`src/hdl/ex1Stage_cfg.svh`:
```
/*
 widths, register ids and status codes shared by the execute stage
 register ids are 6 bits, GPR and control register space share one id range
 memory status is the 2-bit level from the data cache, HOLD means busy
 SR.T is bit 0 and SR.S is bit 1
*/
`ifndef EX1_STAGE_CFG_SVH
`define EX1_STAGE_CFG_SVH

// data, virtual address and register id widths
`define EX1_XLEN 64
`define EX1_VALEN 48
`define EX1_REGID_W 6

// register ids
`define EX1_GR_ZZR 6'h3F
`define EX1_GR_DHR 6'h01
`define EX1_GR_LR 6'h31
`define EX1_CR_PC 6'h30

// memory status, busy level
`define EX1_MEMOK_HOLD 2'b10

// SR bit offsets
`define EX1_SR_T 0
`define EX1_SR_S 1
`define EX1_SR_JQ 31

`endif

```
`src/hdl/ex1Pkg.sv`:
```
/*
 types for the first execute stage
 opcode and sub-op encodings must match the decoder upstream
 memory op codes are {class, sign, size}, class 01 load and 10 store
*/
`include "ex1Stage_cfg.svh"

package ex1Pkg;

	// micro-opcodes, ALU3/MUL3/BLINT finish in a later stage
	typedef enum logic [5:0] {
		UC_NOP = 6'h00,
		UC_MOV_RM = 6'h01,
		UC_MOV_MR = 6'h02,
		UC_LEA_MR = 6'h03,
		UC_MOV_IR = 6'h04,
		UC_BRA = 6'h08,
		UC_BSR = 6'h09,
		UC_JMP = 6'h0A,
		UC_JSR = 6'h0B,
		UC_BRA_NB = 6'h0C,
		UC_ALU3 = 6'h10,
		UC_MUL3 = 6'h14,
		UC_BLINT = 6'h18,
		UC_OP_IXS = 6'h20,
		UC_OP_IXT = 6'h21,
		UC_INVOP = 6'h3F
	} uCmdE;

	// IXT system sub-ops
	typedef enum logic [5:0] {
		IXT_NOP = 6'h00,
		IXT_SLEEP = 6'h01,
		IXT_BREAK = 6'h02,
		IXT_CLRT = 6'h04,
		IXT_SETT = 6'h05,
		IXT_CLRS = 6'h06,
		IXT_SETS = 6'h07,
		IXT_NOTT = 6'h08,
		IXT_NOTS = 6'h09,
		IXT_RTE = 6'h0C,
		IXT_TRAPA = 6'h0D
	} ixtOpE;

	// IXS sub-ops handled here
	typedef enum logic [5:0] {
		IXS_NOP = 6'h00,
		IXS_MOVT = 6'h01,
		IXS_MOVNT = 6'h02
	} ixsOpE;

	typedef enum logic [1:0] {
		CC_AL = 2'b00,
		CC_NV = 2'b01,
		CC_CT = 2'b10,
		CC_CF = 2'b11
	} condE;

	// size 00 byte, 01 word, 10 long, 11 quad
	typedef enum logic [4:0] {
		MO_READY = 5'b00000,
		MO_LD_UB = 5'b01000,
		MO_LD_UW = 5'b01001,
		MO_LD_UL = 5'b01010,
		MO_LD_UQ = 5'b01011,
		MO_LD_SB = 5'b01100,
		MO_LD_SW = 5'b01101,
		MO_LD_SL = 5'b01110,
		MO_LD_SQ = 5'b01111,
		MO_ST_UB = 5'b10000,
		MO_ST_UW = 5'b10001,
		MO_ST_UL = 5'b10010,
		MO_ST_UQ = 5'b10011,
		MO_ST_SB = 5'b10100,
		MO_ST_SW = 5'b10101,
		MO_ST_SL = 5'b10110,
		MO_ST_SQ = 5'b10111
	} memOpmE;

	// register operands from the register file, plus the synthesized PC
	typedef struct packed {
		logic [`EX1_REGID_W-1:0] idRs;
		logic [`EX1_REGID_W-1:0] idRt;
		logic [`EX1_REGID_W-1:0] idRm;
		logic [`EX1_XLEN-1:0] valRs;
		logic [`EX1_XLEN-1:0] valRt;
		logic [`EX1_XLEN-1:0] valRm;
		logic [`EX1_XLEN-1:0] valPc;
	} ex1OperandT;

	typedef struct packed {
		logic [`EX1_REGID_W-1:0] id;
		logic [`EX1_XLEN-1:0] val;
	} regWriteT;

	typedef struct packed {
		logic [`EX1_VALEN-1:0] addr;
		memOpmE opm;
		logic [`EX1_XLEN-1:0] data;
	} memReqT;

	typedef struct packed {
		logic take;
		logic [`EX1_XLEN-1:0] target;
	} branchReqT;

endpackage

```
`src/hdl/aguBranch.sv`:
```
/*
 address generation and PC-relative branch target
 memory address is Rs + (Rt << scale), truncated to 48 bits
 branch target is PC + 2*Rt in 16-bit carry-select slices
 bits [47:32] only follow the sum when the jump-quadrant flag is set,
 and that flag lags SR bit 31 by one cycle
*/
`timescale 1ns/1ps
`include "ex1Stage_cfg.svh"

module aguBranch (
	input logic clock,
	input logic arstN,
	input ex1Pkg::ex1OperandT opnd,
	input logic [7:0] opUIxt,
	input logic srJq,
	output logic [`EX1_VALEN-1:0] memAddr,
	output logic [`EX1_XLEN-1:0] braTarget
);
	logic jqFlag;
	logic [`EX1_VALEN-1:0] idxScaled;
	logic [`EX1_VALEN-1:0] braDisp;
	logic [16:0] sumA0;
	logic [16:0] sumB0;
	logic [16:0] sumB1;
	logic [16:0] sumC0;
	logic [16:0] sumC1;
	logic carryA;
	logic carryB;
	logic [15:0] sliceB;
	logic [15:0] sliceC;

	// index scaled by 1, 2, 4 or 8
	assign idxScaled = opnd.valRt[`EX1_VALEN-1:0] << opUIxt[1:0];
	assign memAddr = opnd.valRs[`EX1_VALEN-1:0] + idxScaled;

	// displacement counts 16-bit words
	assign braDisp = {opnd.valRt[`EX1_VALEN-2:0], 1'b0};

	// low slice
	assign sumA0 = {1'b0, opnd.valPc[15:0]} + {1'b0, braDisp[15:0]};

	// middle slice, both carry-in cases
	assign sumB0 = {1'b0, opnd.valPc[31:16]} + {1'b0, braDisp[31:16]};
	assign sumB1 = {1'b0, opnd.valPc[31:16]} + {1'b0, braDisp[31:16]} + 17'd1;

	// upper slice, both carry-in cases
	assign sumC0 = {1'b0, opnd.valPc[47:32]} + {1'b0, braDisp[47:32]};
	assign sumC1 = {1'b0, opnd.valPc[47:32]} + {1'b0, braDisp[47:32]} + 17'd1;

	assign carryA = sumA0[16];
	assign sliceB = carryA ? sumB1[15:0] : sumB0[15:0];
	assign carryB = carryA ? sumB1[16] : sumB0[16];
	assign sliceC = carryB ? sumC1[15:0] : sumC0[15:0];

	// upper 16 bits never change on a relative branch
	always_comb begin
		braTarget = {opnd.valPc[63:48], opnd.valPc[47:32], sliceB, sumA0[15:0]};
		if (jqFlag)
			braTarget[47:32] = sliceC;
	end

	// jump quadrant, SR[31] of the previous cycle
	always_ff @(posedge clock or negedge arstN) begin
		if (!arstN)
			jqFlag <= 1'b0;
		else
			jqFlag <= srJq;
	end

endmodule

```
`src/hdl/ex1Dispatch.sv`:
```
/*
 main decode of the effective opcode
 only starts a load or store, completion belongs to the next stage
 stall is requested while memory reports HOLD, the op is then replayed
 a flush forces both write ids to the null register
 branches assume a 48-bit address space, PC bits [63:48] carry mode bits
*/
`timescale 1ns/1ps
`include "ex1Stage_cfg.svh"

module ex1Dispatch (
	input ex1Pkg::uCmdE effCmd,
	input logic [7:0] opUIxt,
	input ex1Pkg::ex1OperandT opnd,
	input logic [`EX1_XLEN-1:0] srIn,
	input logic [`EX1_XLEN-1:0] lrIn,
	input logic [`EX1_XLEN-1:0] sysSr,
	input logic sysStall,
	input logic [`EX1_VALEN-1:0] memAddr,
	input logic [`EX1_XLEN-1:0] braTarget,
	input logic opBraFlush,
	input logic [1:0] opPreBra,
	input logic [1:0] memDataOK,
	output ex1Pkg::regWriteT rn1,
	output ex1Pkg::regWriteT cn1,
	output logic [`EX1_REGID_W-1:0] heldIdRn1,
	output logic [1:0] exHold,
	output ex1Pkg::memReqT mem,
	output logic [`EX1_XLEN-1:0] regOutLr,
	output logic [`EX1_XLEN-1:0] regOutSr
);
	import ex1Pkg::*;

	branchReqT bra;
	memOpmE memOpm;
	logic [`EX1_XLEN-1:0] dflVal;
	logic doDfl;
	logic doMem;
	logic held;
	logic stall;
	logic predTaken;

	// 01 means the fetch already followed the branch
	assign predTaken = (opPreBra == 2'b01);

	always_comb begin
		dflVal = '0;
		doDfl = 1'b0;
		doMem = 1'b0;
		memOpm = MO_READY;
		held = 1'b0;
		stall = 1'b0;
		regOutLr = lrIn;
		bra.take = 1'b0;
		bra.target = braTarget;

		case (effCmd)
			UC_NOP: begin
			end
			UC_LEA_MR: begin
				dflVal = {{(`EX1_XLEN-`EX1_VALEN){1'b0}}, memAddr};
				doDfl = 1'b1;
			end
			// store, sign and size from the sub-op field
			UC_MOV_RM: begin
				memOpm = memOpmE'({2'b10, opUIxt[2], opUIxt[5:4]});
				doMem = 1'b1;
			end
			// load, Rm busy until the data returns
			UC_MOV_MR: begin
				memOpm = memOpmE'({2'b01, opUIxt[2], opUIxt[5:4]});
				doMem = 1'b1;
				held = 1'b1;
			end
			UC_MOV_IR: begin
				doDfl = 1'b1;
				case (opUIxt[3:0])
					// shift-in forms, immediate arrives in Rt
					4'b0001: dflVal = {opnd.valRs[55:0], opnd.valRt[7:0]};
					4'b0010: dflVal = {opnd.valRs[47:0], opnd.valRt[15:0]};
					4'b0011: dflVal = {opnd.valRs[31:0], opnd.valRt[31:0]};
					default: dflVal = opnd.valRt;
				endcase
			end
			UC_OP_IXS: begin
				case (ixsOpE'(opUIxt[5:0]))
					IXS_NOP: begin
					end
					IXS_MOVT: begin
						dflVal = {{(`EX1_XLEN-1){1'b0}}, srIn[`EX1_SR_T]};
						doDfl = 1'b1;
					end
					IXS_MOVNT: begin
						dflVal = {{(`EX1_XLEN-1){1'b0}}, !srIn[`EX1_SR_T]};
						doDfl = 1'b1;
					end
					default: begin
						stall = 1'b1;
					end
				endcase
			end
			UC_OP_IXT: begin
				stall = sysStall;
			end
			// not taken, undo a prediction by going back to PC
			UC_BRA_NB: begin
				if (opPreBra != 2'b00) begin
					bra.take = 1'b1;
					bra.target = opnd.valPc;
				end
			end
			UC_BRA: begin
				bra.take = !predTaken;
			end
			UC_BSR: begin
				regOutLr = opnd.valPc;
				bra.take = !predTaken;
			end
			UC_JMP: begin
				bra.target = {opnd.valPc[63:48], opnd.valRs[47:0]};
				// return through LR or DHR restores the saved mode bits
				if ((opnd.idRs == `EX1_GR_LR) || (opnd.idRs == `EX1_GR_DHR))
					bra.target[63:48] = opnd.valRs[63:48];
				bra.take = !predTaken;
			end
			UC_JSR: begin
				regOutLr = opnd.valPc;
				bra.target = {opnd.valPc[63:48], opnd.valRs[47:0]};
				bra.take = 1'b1;
			end
			// finished in a later stage
			UC_ALU3, UC_MUL3, UC_BLINT: begin
				held = 1'b1;
			end
			// INVOP lands here too
			default: begin
				stall = 1'b1;
			end
		endcase

		rn1.id = doDfl ? opnd.idRm : `EX1_GR_ZZR;
		rn1.val = dflVal;
		cn1.id = bra.take ? `EX1_CR_PC : `EX1_GR_ZZR;
		cn1.val = bra.target;

		if (doMem && (memDataOK == `EX1_MEMOK_HOLD))
			stall = 1'b1;

		if (opBraFlush) begin
			rn1.id = `EX1_GR_ZZR;
			cn1.id = `EX1_GR_ZZR;
		end
	end

	assign heldIdRn1 = held ? opnd.idRm : `EX1_GR_ZZR;
	assign exHold = {held, stall};

	// store data always from Rm
	assign mem.addr = memAddr;
	assign mem.opm = memOpm;
	assign mem.data = opnd.valRm;

	// SR from the system unit, unchanged for other ops
	assign regOutSr = sysSr;

endmodule

```
`src/hdl/ex1Stage.sv`:
```
/*
 first execute stage of the 64-bit core
 combinational from inputs to outputs, no handshake
 the only state is the jump-quadrant flag inside the AGU
 memory ops are only issued here, exHold[0] asks for a replay
*/
`timescale 1ns/1ps
`include "ex1Stage_cfg.svh"

module ex1Stage (
	input logic clock,
	input logic arstN,
	input logic [7:0] opUCmd,
	input logic [7:0] opUIxt,
	input ex1Pkg::ex1OperandT opnd,
	input logic opBraFlush,
	input logic [1:0] opPreBra,
	input logic [`EX1_XLEN-1:0] regInSr,
	input logic [`EX1_XLEN-1:0] regInLr,
	input logic [1:0] memDataOK,
	input logic regInExc15,
	output ex1Pkg::regWriteT rn1,
	output ex1Pkg::regWriteT cn1,
	output logic [`EX1_REGID_W-1:0] heldIdRn1,
	output logic [1:0] exHold,
	output logic [15:0] exTrapExc,
	output ex1Pkg::memReqT mem,
	output logic [`EX1_XLEN-1:0] regOutLr,
	output logic [`EX1_XLEN-1:0] regOutSr,
	output logic [7:0] opUCmdOut
);
	import ex1Pkg::*;

	uCmdE effCmd;
	logic [`EX1_VALEN-1:0] memAddr;
	logic [`EX1_XLEN-1:0] braTarget;
	logic [`EX1_XLEN-1:0] sysSr;
	logic sysStall;

	predGate uPredGate (
		.opUCmd(opUCmd),
		.opBraFlush(opBraFlush),
		.srT(regInSr[`EX1_SR_T]),
		.effCmd(effCmd),
		.opUCmdOut(opUCmdOut)
	);

	aguBranch uAguBranch (
		.clock(clock),
		.arstN(arstN),
		.opnd(opnd),
		.opUIxt(opUIxt),
		.srJq(regInSr[`EX1_SR_JQ]),
		.memAddr(memAddr),
		.braTarget(braTarget)
	);

	// system unit only active for IXT ops that survived predication
	sysOpUnit uSysOpUnit (
		.valid(effCmd == UC_OP_IXT),
		.ixtOp(ixtOpE'(opUIxt[5:0])),
		.srIn(regInSr),
		.rmId(opnd.idRm),
		.excIn15(regInExc15),
		.srOut(sysSr),
		.trapExc(exTrapExc),
		.stall(sysStall)
	);

	ex1Dispatch uDispatch (
		.effCmd(effCmd),
		.opUIxt(opUIxt),
		.opnd(opnd),
		.srIn(regInSr),
		.lrIn(regInLr),
		.sysSr(sysSr),
		.sysStall(sysStall),
		.memAddr(memAddr),
		.braTarget(braTarget),
		.opBraFlush(opBraFlush),
		.opPreBra(opPreBra),
		.memDataOK(memDataOK),
		.rn1(rn1),
		.cn1(cn1),
		.heldIdRn1(heldIdRn1),
		.exHold(exHold),
		.mem(mem),
		.regOutLr(regOutLr),
		.regOutSr(regOutSr)
	);

endmodule

```
`src/hdl/predGate.sv`:
```
/*
 predicated issue, single-bit predicate mode only (SR.T)
 a flush disables every op regardless of condition
 a suppressed BRA still goes down as BRA_NB so a wrong prediction gets fixed
*/
`timescale 1ns/1ps

module predGate (
	input logic [7:0] opUCmd,
	input logic opBraFlush,
	input logic srT,
	output ex1Pkg::uCmdE effCmd,
	output logic [7:0] opUCmdOut
);
	import ex1Pkg::*;

	condE cond;
	uCmdE rawCmd;
	logic opEnable;

	// condition in the top two bits, opcode below
	assign cond = condE'(opUCmd[7:6]);
	assign rawCmd = uCmdE'(opUCmd[5:0]);

	always_comb begin
		case (cond)
			CC_AL: opEnable = 1'b1;
			CC_NV: opEnable = 1'b0;
			CC_CT: opEnable = srT;
			default: opEnable = !srT;
		endcase
		if (opBraFlush)
			opEnable = 1'b0;
	end

	always_comb begin
		if (opEnable)
			effCmd = rawCmd;
		else if ((rawCmd == UC_BRA) && !opBraFlush)
			effCmd = UC_BRA_NB;
		else
			effCmd = UC_NOP;
	end

	// predicate already resolved, later stages see AL
	assign opUCmdOut = {CC_AL, effCmd};

endmodule

```
`src/hdl/sysOpUnit.sv`:
```
/*
 IXT system sub-ops: SR flag updates, traps and BREAK
 BREAK stalls the pipe unless the debug exception bit 15 is set
 any sub-op not listed stalls until the op is replaced upstream
 with valid low, SR passes through and nothing else is raised
*/
`timescale 1ns/1ps
`include "ex1Stage_cfg.svh"

module sysOpUnit (
	input logic valid,
	input ex1Pkg::ixtOpE ixtOp,
	input logic [`EX1_XLEN-1:0] srIn,
	input logic [`EX1_REGID_W-1:0] rmId,
	input logic excIn15,
	output logic [`EX1_XLEN-1:0] srOut,
	output logic [15:0] trapExc,
	output logic stall
);
	import ex1Pkg::*;

	always_comb begin
		srOut = srIn;
		trapExc = 16'h0000;
		stall = 1'b0;
		if (valid) begin
			case (ixtOp)
				IXT_NOP, IXT_SLEEP: begin
				end
				IXT_BREAK: begin
					stall = !excIn15;
				end
				// T flag
				IXT_CLRT: begin
					srOut[`EX1_SR_T] = 1'b0;
				end
				IXT_SETT: begin
					srOut[`EX1_SR_T] = 1'b1;
				end
				IXT_NOTT: begin
					srOut[`EX1_SR_T] = !srIn[`EX1_SR_T];
				end
				// S flag
				IXT_CLRS: begin
					srOut[`EX1_SR_S] = 1'b0;
				end
				IXT_SETS: begin
					srOut[`EX1_SR_S] = 1'b1;
				end
				IXT_NOTS: begin
					srOut[`EX1_SR_S] = !srIn[`EX1_SR_S];
				end
				// return from exception
				IXT_RTE: begin
					trapExc = 16'hFF00;
				end
				// trap number from the low bits of the Rm field
				IXT_TRAPA: begin
					trapExc = {12'hC08, rmId[3:0]};
				end
				default: begin
					stall = 1'b1;
				end
			endcase
		end
	end

endmodule

```
`config.mk`:
```
export PLATFORM = sky130hd
export DESIGN_NAME = ex1Stage
export DESIGN_NICKNAME = d
export VERILOG_FILES = /design/src/hdl/ex1Pkg.sv /design/src/hdl/aguBranch.sv /design/src/hdl/ex1Dispatch.sv /design/src/hdl/ex1Stage.sv /design/src/hdl/predGate.sv /design/src/hdl/sysOpUnit.sv
export VERILOG_INCLUDE_DIRS = /design/src /design/src/hdl
export SDC_FILE = /design/constraint.sdc
export NUM_CORES = 1
export LEC_CHECK = 0
export ABC_CLOCK_PERIOD_IN_PS = 12900
export BUFFER_PORTS_ARGS = -buffer_cell sky130_fd_sc_hd__buf_2
export CORE_AREA = 10 10 318 320
export CTS_CLUSTER_SIZE = 24
export DETAILED_ROUTE_END_ITERATION = 8
export DIE_AREA = 0 0 328 330
export HOLD_SLACK_MARGIN = 0.06
export MAX_ROUTING_LAYER = met4
export SYNTH_ARGS = -nofsm -noshare
export SYNTH_HDL_FRONTEND = slang
export SYNTH_SLANG_ARGS = --single-unit
```
`constraint.sdc`:
```
create_clock -name clock -period 12.9 [get_ports clock]
set_clock_uncertainty 0.05 [all_clocks]
set_input_delay 2.58 -clock clock [delete_from_list [all_inputs] [get_ports clock]]
set_output_delay 2.58 -clock clock [all_outputs]
set_load 0.01 [all_outputs]
```
# Yosys cells after proc, flatten, opt, wreduce, memory -nomap -nowiden

Cells that the tools add are included.
Widths: inputs -> output; s select.

Latch bits: 0
Word-level logic and storage cells: 98
Memories: 0
ROM bits: 0
Output and inout bits: 417
Memory bits (writable): 0
Register bits: 1

Equal/unequal tests: 34
Mux-type cells: 35
$lt $le $gt $ge: 0
Divide/modulo/power cells: 0
Multiply operators: 0
Add/sub/neg operators: 6
Bitwise logic cells: 0
Reductions and logical operators: 21
Shift-type cells: 1

Operators by type and width:

| kind                  | count |
|---|---|
| $pmux 64 s3           | 3 |
| $mux 16               | 5 |
| $mux 65               | 1 |
| $mux 64               | 1 |
| $eq 6x4->1 const B    | 10 |
| $add 48x48->48        | 1 |
| $shl 48x2->48         | 1 |
| $add 16x16->17        | 2 |
| $pmux 16 s2           | 1 |
| $eq 6x3->1 const B    | 5 |
| $mux 6                | 5 |
| $eq 6x1->1 const B    | 3 |
| $eq 6x2->1 const B    | 3 |
| $eq 6x5->1 const B    | 3 |
| $eq 6x6->1 const B    | 3 |
| $add 17x1->17 const B | 1 |
| $add 16x1->16 const B | 1 |
| $add 16x16->16        | 1 |
| $pmux 1 s3            | 5 |
| $reduce_or 13->1      | 1 |
| $logic_not 6->1       | 2 |
| $pmux 5 s2            | 1 |
| $reduce_or 10->1      | 1 |
| $eq 4x2->1 const B    | 2 |
| 15 further kinds      | 35 |

# Logic depth before layout (Yosys ltp)

Word-level depth: 9
Mapped depth: 18
Gate-level depth less buffers: 16

# By module

Synthesis repeated with hierarchy kept, for this count alone.

Cells, all modules: 1934
Area, all modules: 14133.6 um2

By module, submodules not included:

| module      | sequential area each (um2) | area an instance (um2) | instances | cells each |
|---|---|---|---|---|
| aguBranch   | 25.0                       | 7136.8                 | 1         | 918 |
| ex1Dispatch | 0.0                        | 6022.0                 | 1         | 884 |
| sysOpUnit   | 0.0                        | 779.5                  | 1         | 108 |
| predGate    | 0.0                        | 173.9                  | 1         | 22 |
| ex1Stage    | 0.0                        | 21.3                   | 1         | 2 |

# Least setup slack after synthesis

OpenSTA, ideal clock, no wires.

Path type: input to output
Start: input opUIxt[0]
End: output rn1[45] (netlist bit)
Path buffers: 4
Setup slack: 3.374 ns
Arrival: 6.896 ns
Cell stages on the path: 16
Path through: clkbuf_1 -> clkbuf_1 -> buf_1 -> mux4_2 -> ha_1 -> clkbuf_1 -> a21o_1 -> a31o_1 -> a2111o_1 -> and3_1 -> a311o_1 -> a21o_1 -> a221oi_1 -> a21oi_1 -> xor2_1 -> o2bb2ai_1

RTL lines:

| what        | line           | text |
|---|---|---|
| from (decl) | ex1Stage.sv:14 | `input logic [7:0] opUIxt,` |
| to (decl)   | ex1Stage.sv:22 | `output ex1Pkg::regWriteT rn1,` |

==> results.yml <==
outcome:
  outcome: "finished clean"
clock_network:
  clk_pin_slew_ns: 0
  post_cts_buffers: 0
  cts_resized: 0
  ctsHoldBuffers: 0
placement:
  globalplace.congestion: 0.920
  dp_hpwl_um: 82000
  io_buffer_count: 577
grt:
  grt_use_total: 0.167
  grt_pass1_vias: 15000
  antenna_found_initial: 31
  grt_first_pass_wirelength_um: 125000
  grt_max_degree: 58
  grt_overflow_total: 0
critical_path:
  critPathSlowestCell: "buf_4"
  cp.arrival_ns: 7.44
  cp.buffers_inverters: 3
  critical_path_class: "input port to output pin"
  cp_top_family: "compound AO/OA/AOI/OAI gates"
  crit_cells: 15
  crit_end: "rn1[37]"
  start_kind: "input port"
  worstPathMaxFanout: 57
  crit_required_ns: 10.27
  cp-end-kind: "output pin"
  max_stage_delay_ns: 0.51
  path_cells: "buf_4 > buf_4 > mux4_2 > ha_1 > and3_1 > nor3b_1 > and3_1 > a21bo_2 > a31oi_1 > o21ai_0 > o31ai_1 > a21oi_1 > xnor2_1 > o2bb2ai_1 > buf_2"
  worstSetupStartpoint: "opUIxt[1]"
floorplan:
  start_util: 0.127
  die_area_mm2: 0.108
  coreArea_mm2: 0.0946
  num_rows: 113
  die_w_um: 328
  io_pins: 843
  die_h_um: 330
final_layout:
  largestRegisters: "uAguBranch.jqFlag: 1 flops"
  syn2layout_area_growth_pct: 27.7
  drive_above_1_share: 0.372
  largest_reg_flops: 1
  fin_nets: 2560
  final_common_cell: "buf_2"
  final_util: 0.163
  largest-register: "uAguBranch.jqFlag"
  mostFrequentLayoutCells: "buf_2, o21ai_0, nand2_1, a21oi_1, nor2_1"
logic_synthesis:
  synth_top_area_cell: "ha_1"
  yosysTopAreaCellShare: 0.0987
  netlist_instances: 1663
  avgSynthCellArea_um2: 7.24
  synth-edff-count: 0
  ys_seq_elements: 1
  async_flop_share: 1.00
  synth_top_flop_cell: "dfrtp_1"
  synth_area_mm2: 0.0120
  seq_area_frac_synth: 0.00208
  yosys_warnings: 0
  netlist_top_cells_area: "ha_1, buf_4, mux2_2, mux4_2, o21ai_0"
  synth.distinct_cells: 84
sta:
  drv_slew: 0
  final-setup-viol-count: 0
  rsz0062_at_grt: "no"
  slew_headroom: 0.213
  finalHoldViolCount: 0
  setup_tns_ns: 0
  worst_pin_slew_ns: 1.18
  timing.fmax_mhz: 99.3
  post-route-min-period_ns: 10.07
  finalCritPeriodShare: 0.780
min_path:
  hp-class: "input port to asynchronous set/reset pin"
detailed_routing:
  drtAntennaViolNets: 0
  post-route-drc-count: 0
  first_iter_violations: 1103
  vias_per_cell: 4.66
  first_pass_iters: 5
  wire_per_inst_um: 28.6
  drt_wl_total_um: 95000
  vias: 15400
run:
  cap_violations: 0
power:
  vdd_drop_max_mv: 0.0282
  pwr_density_cell_mw_per_mm2: 57.6
  power_leakage_uw: 0.00665
cells in the mapped netlist, types with 21 or more instances:
library cell  count
mux4_2           33
xor2_1           48
inv_1            24
nor3_1           21
buf_4           145
mux2i_1          39
a21oi_1         114
o21ai_0         129
a211oi_1         29
xnor2_1          55
nand3_1          32
nand2b_1         36
nor2_1          109
a21o_1           37
nand2_1         121
clkbuf_1         75
and3_1           26
ha_1             95
a22oi_1          50
o22a_1           23
o22ai_1          33
mux2_2           92
final cells by class:
class	instances	area (um2)
fillers	10900	79200
well taps	1265	1580
repair buffers	600	3070
flip-flops and latches	1	25.0
multi-input cells	1408	10600
inverters	24	90.1
diodes	19	47.5
power breakdown:
group	internal [uW]	total (uW)	switching (uW)	leakage [uW]
logic	315	882	567	0.00664
registers	3.35	3.71	0.355	0.0000117
clock network	0.000149	0.000149	0	0.000000123
total	318	885	567	0.00665
metal layers:
metal / share of wire / wire length (um) / up-vias / GRT usage
met3: 0.10 / 9570 / 230 / 0.0566
li1: - / - / 6940 / -
met1: 0.41 / 39000 / 7329 / 0.196
met4: 0.054 / 5160 / 0 / 0.0720
met5: 0 / 0 / - / -
met2: 0.43 / 41200 / 942 / 0.258
metrics by stage:
stage	hold WS, ns	instances	worst slack, ns	power [uW]	instance area (um2)
3_5_place_dp	2.32	3298	2.90	889	15300
5_1_grt	2.32	3311	2.62	963	15400
4_1_cts	2.32	3298	2.88	893	15300
2_1_floorplan	2.23	1668	3.37	519	12100
6_report	2.32	3317	2.83	885	15400
3_3_place_gp	2.32	3298	2.91	888	15300
cell families after synthesis:
| group | Yosys count | synth area share |
|---|---|---|
| AO/OA/AOI/OAI | 580 | 0.320 |
| AND/OR/NAND/NOR | 453 | 0.187 |
| buffers and inverters | 259 | 0.127 |
| multiplexers | 164 | 0.180 |
| XOR/XNOR | 105 | 0.0776 |
| adder cells (fa/ha/maj) | 99 | 0.105 |
| other | 2 | 0.000624 |
| flip-flops | 1 | 0.00208 |
worst min path at each step:
stage,slack (ns),cells after the start,start,end
final,2.32,1,arstN,uAguBranch.jqFlag
after global routing,2.32,1,arstN,uAguBranch.jqFlag
after CTS,2.32,1,arstN,uAguBranch.jqFlag
after detailed placement,2.32,1,arstN,uAguBranch.jqFlag
after global placement,2.32,1,arstN,uAguBranch.jqFlag
after floorplan,2.23,0,arstN,uAguBranch.jqFlag
Power figures use the tool's default switching activity.
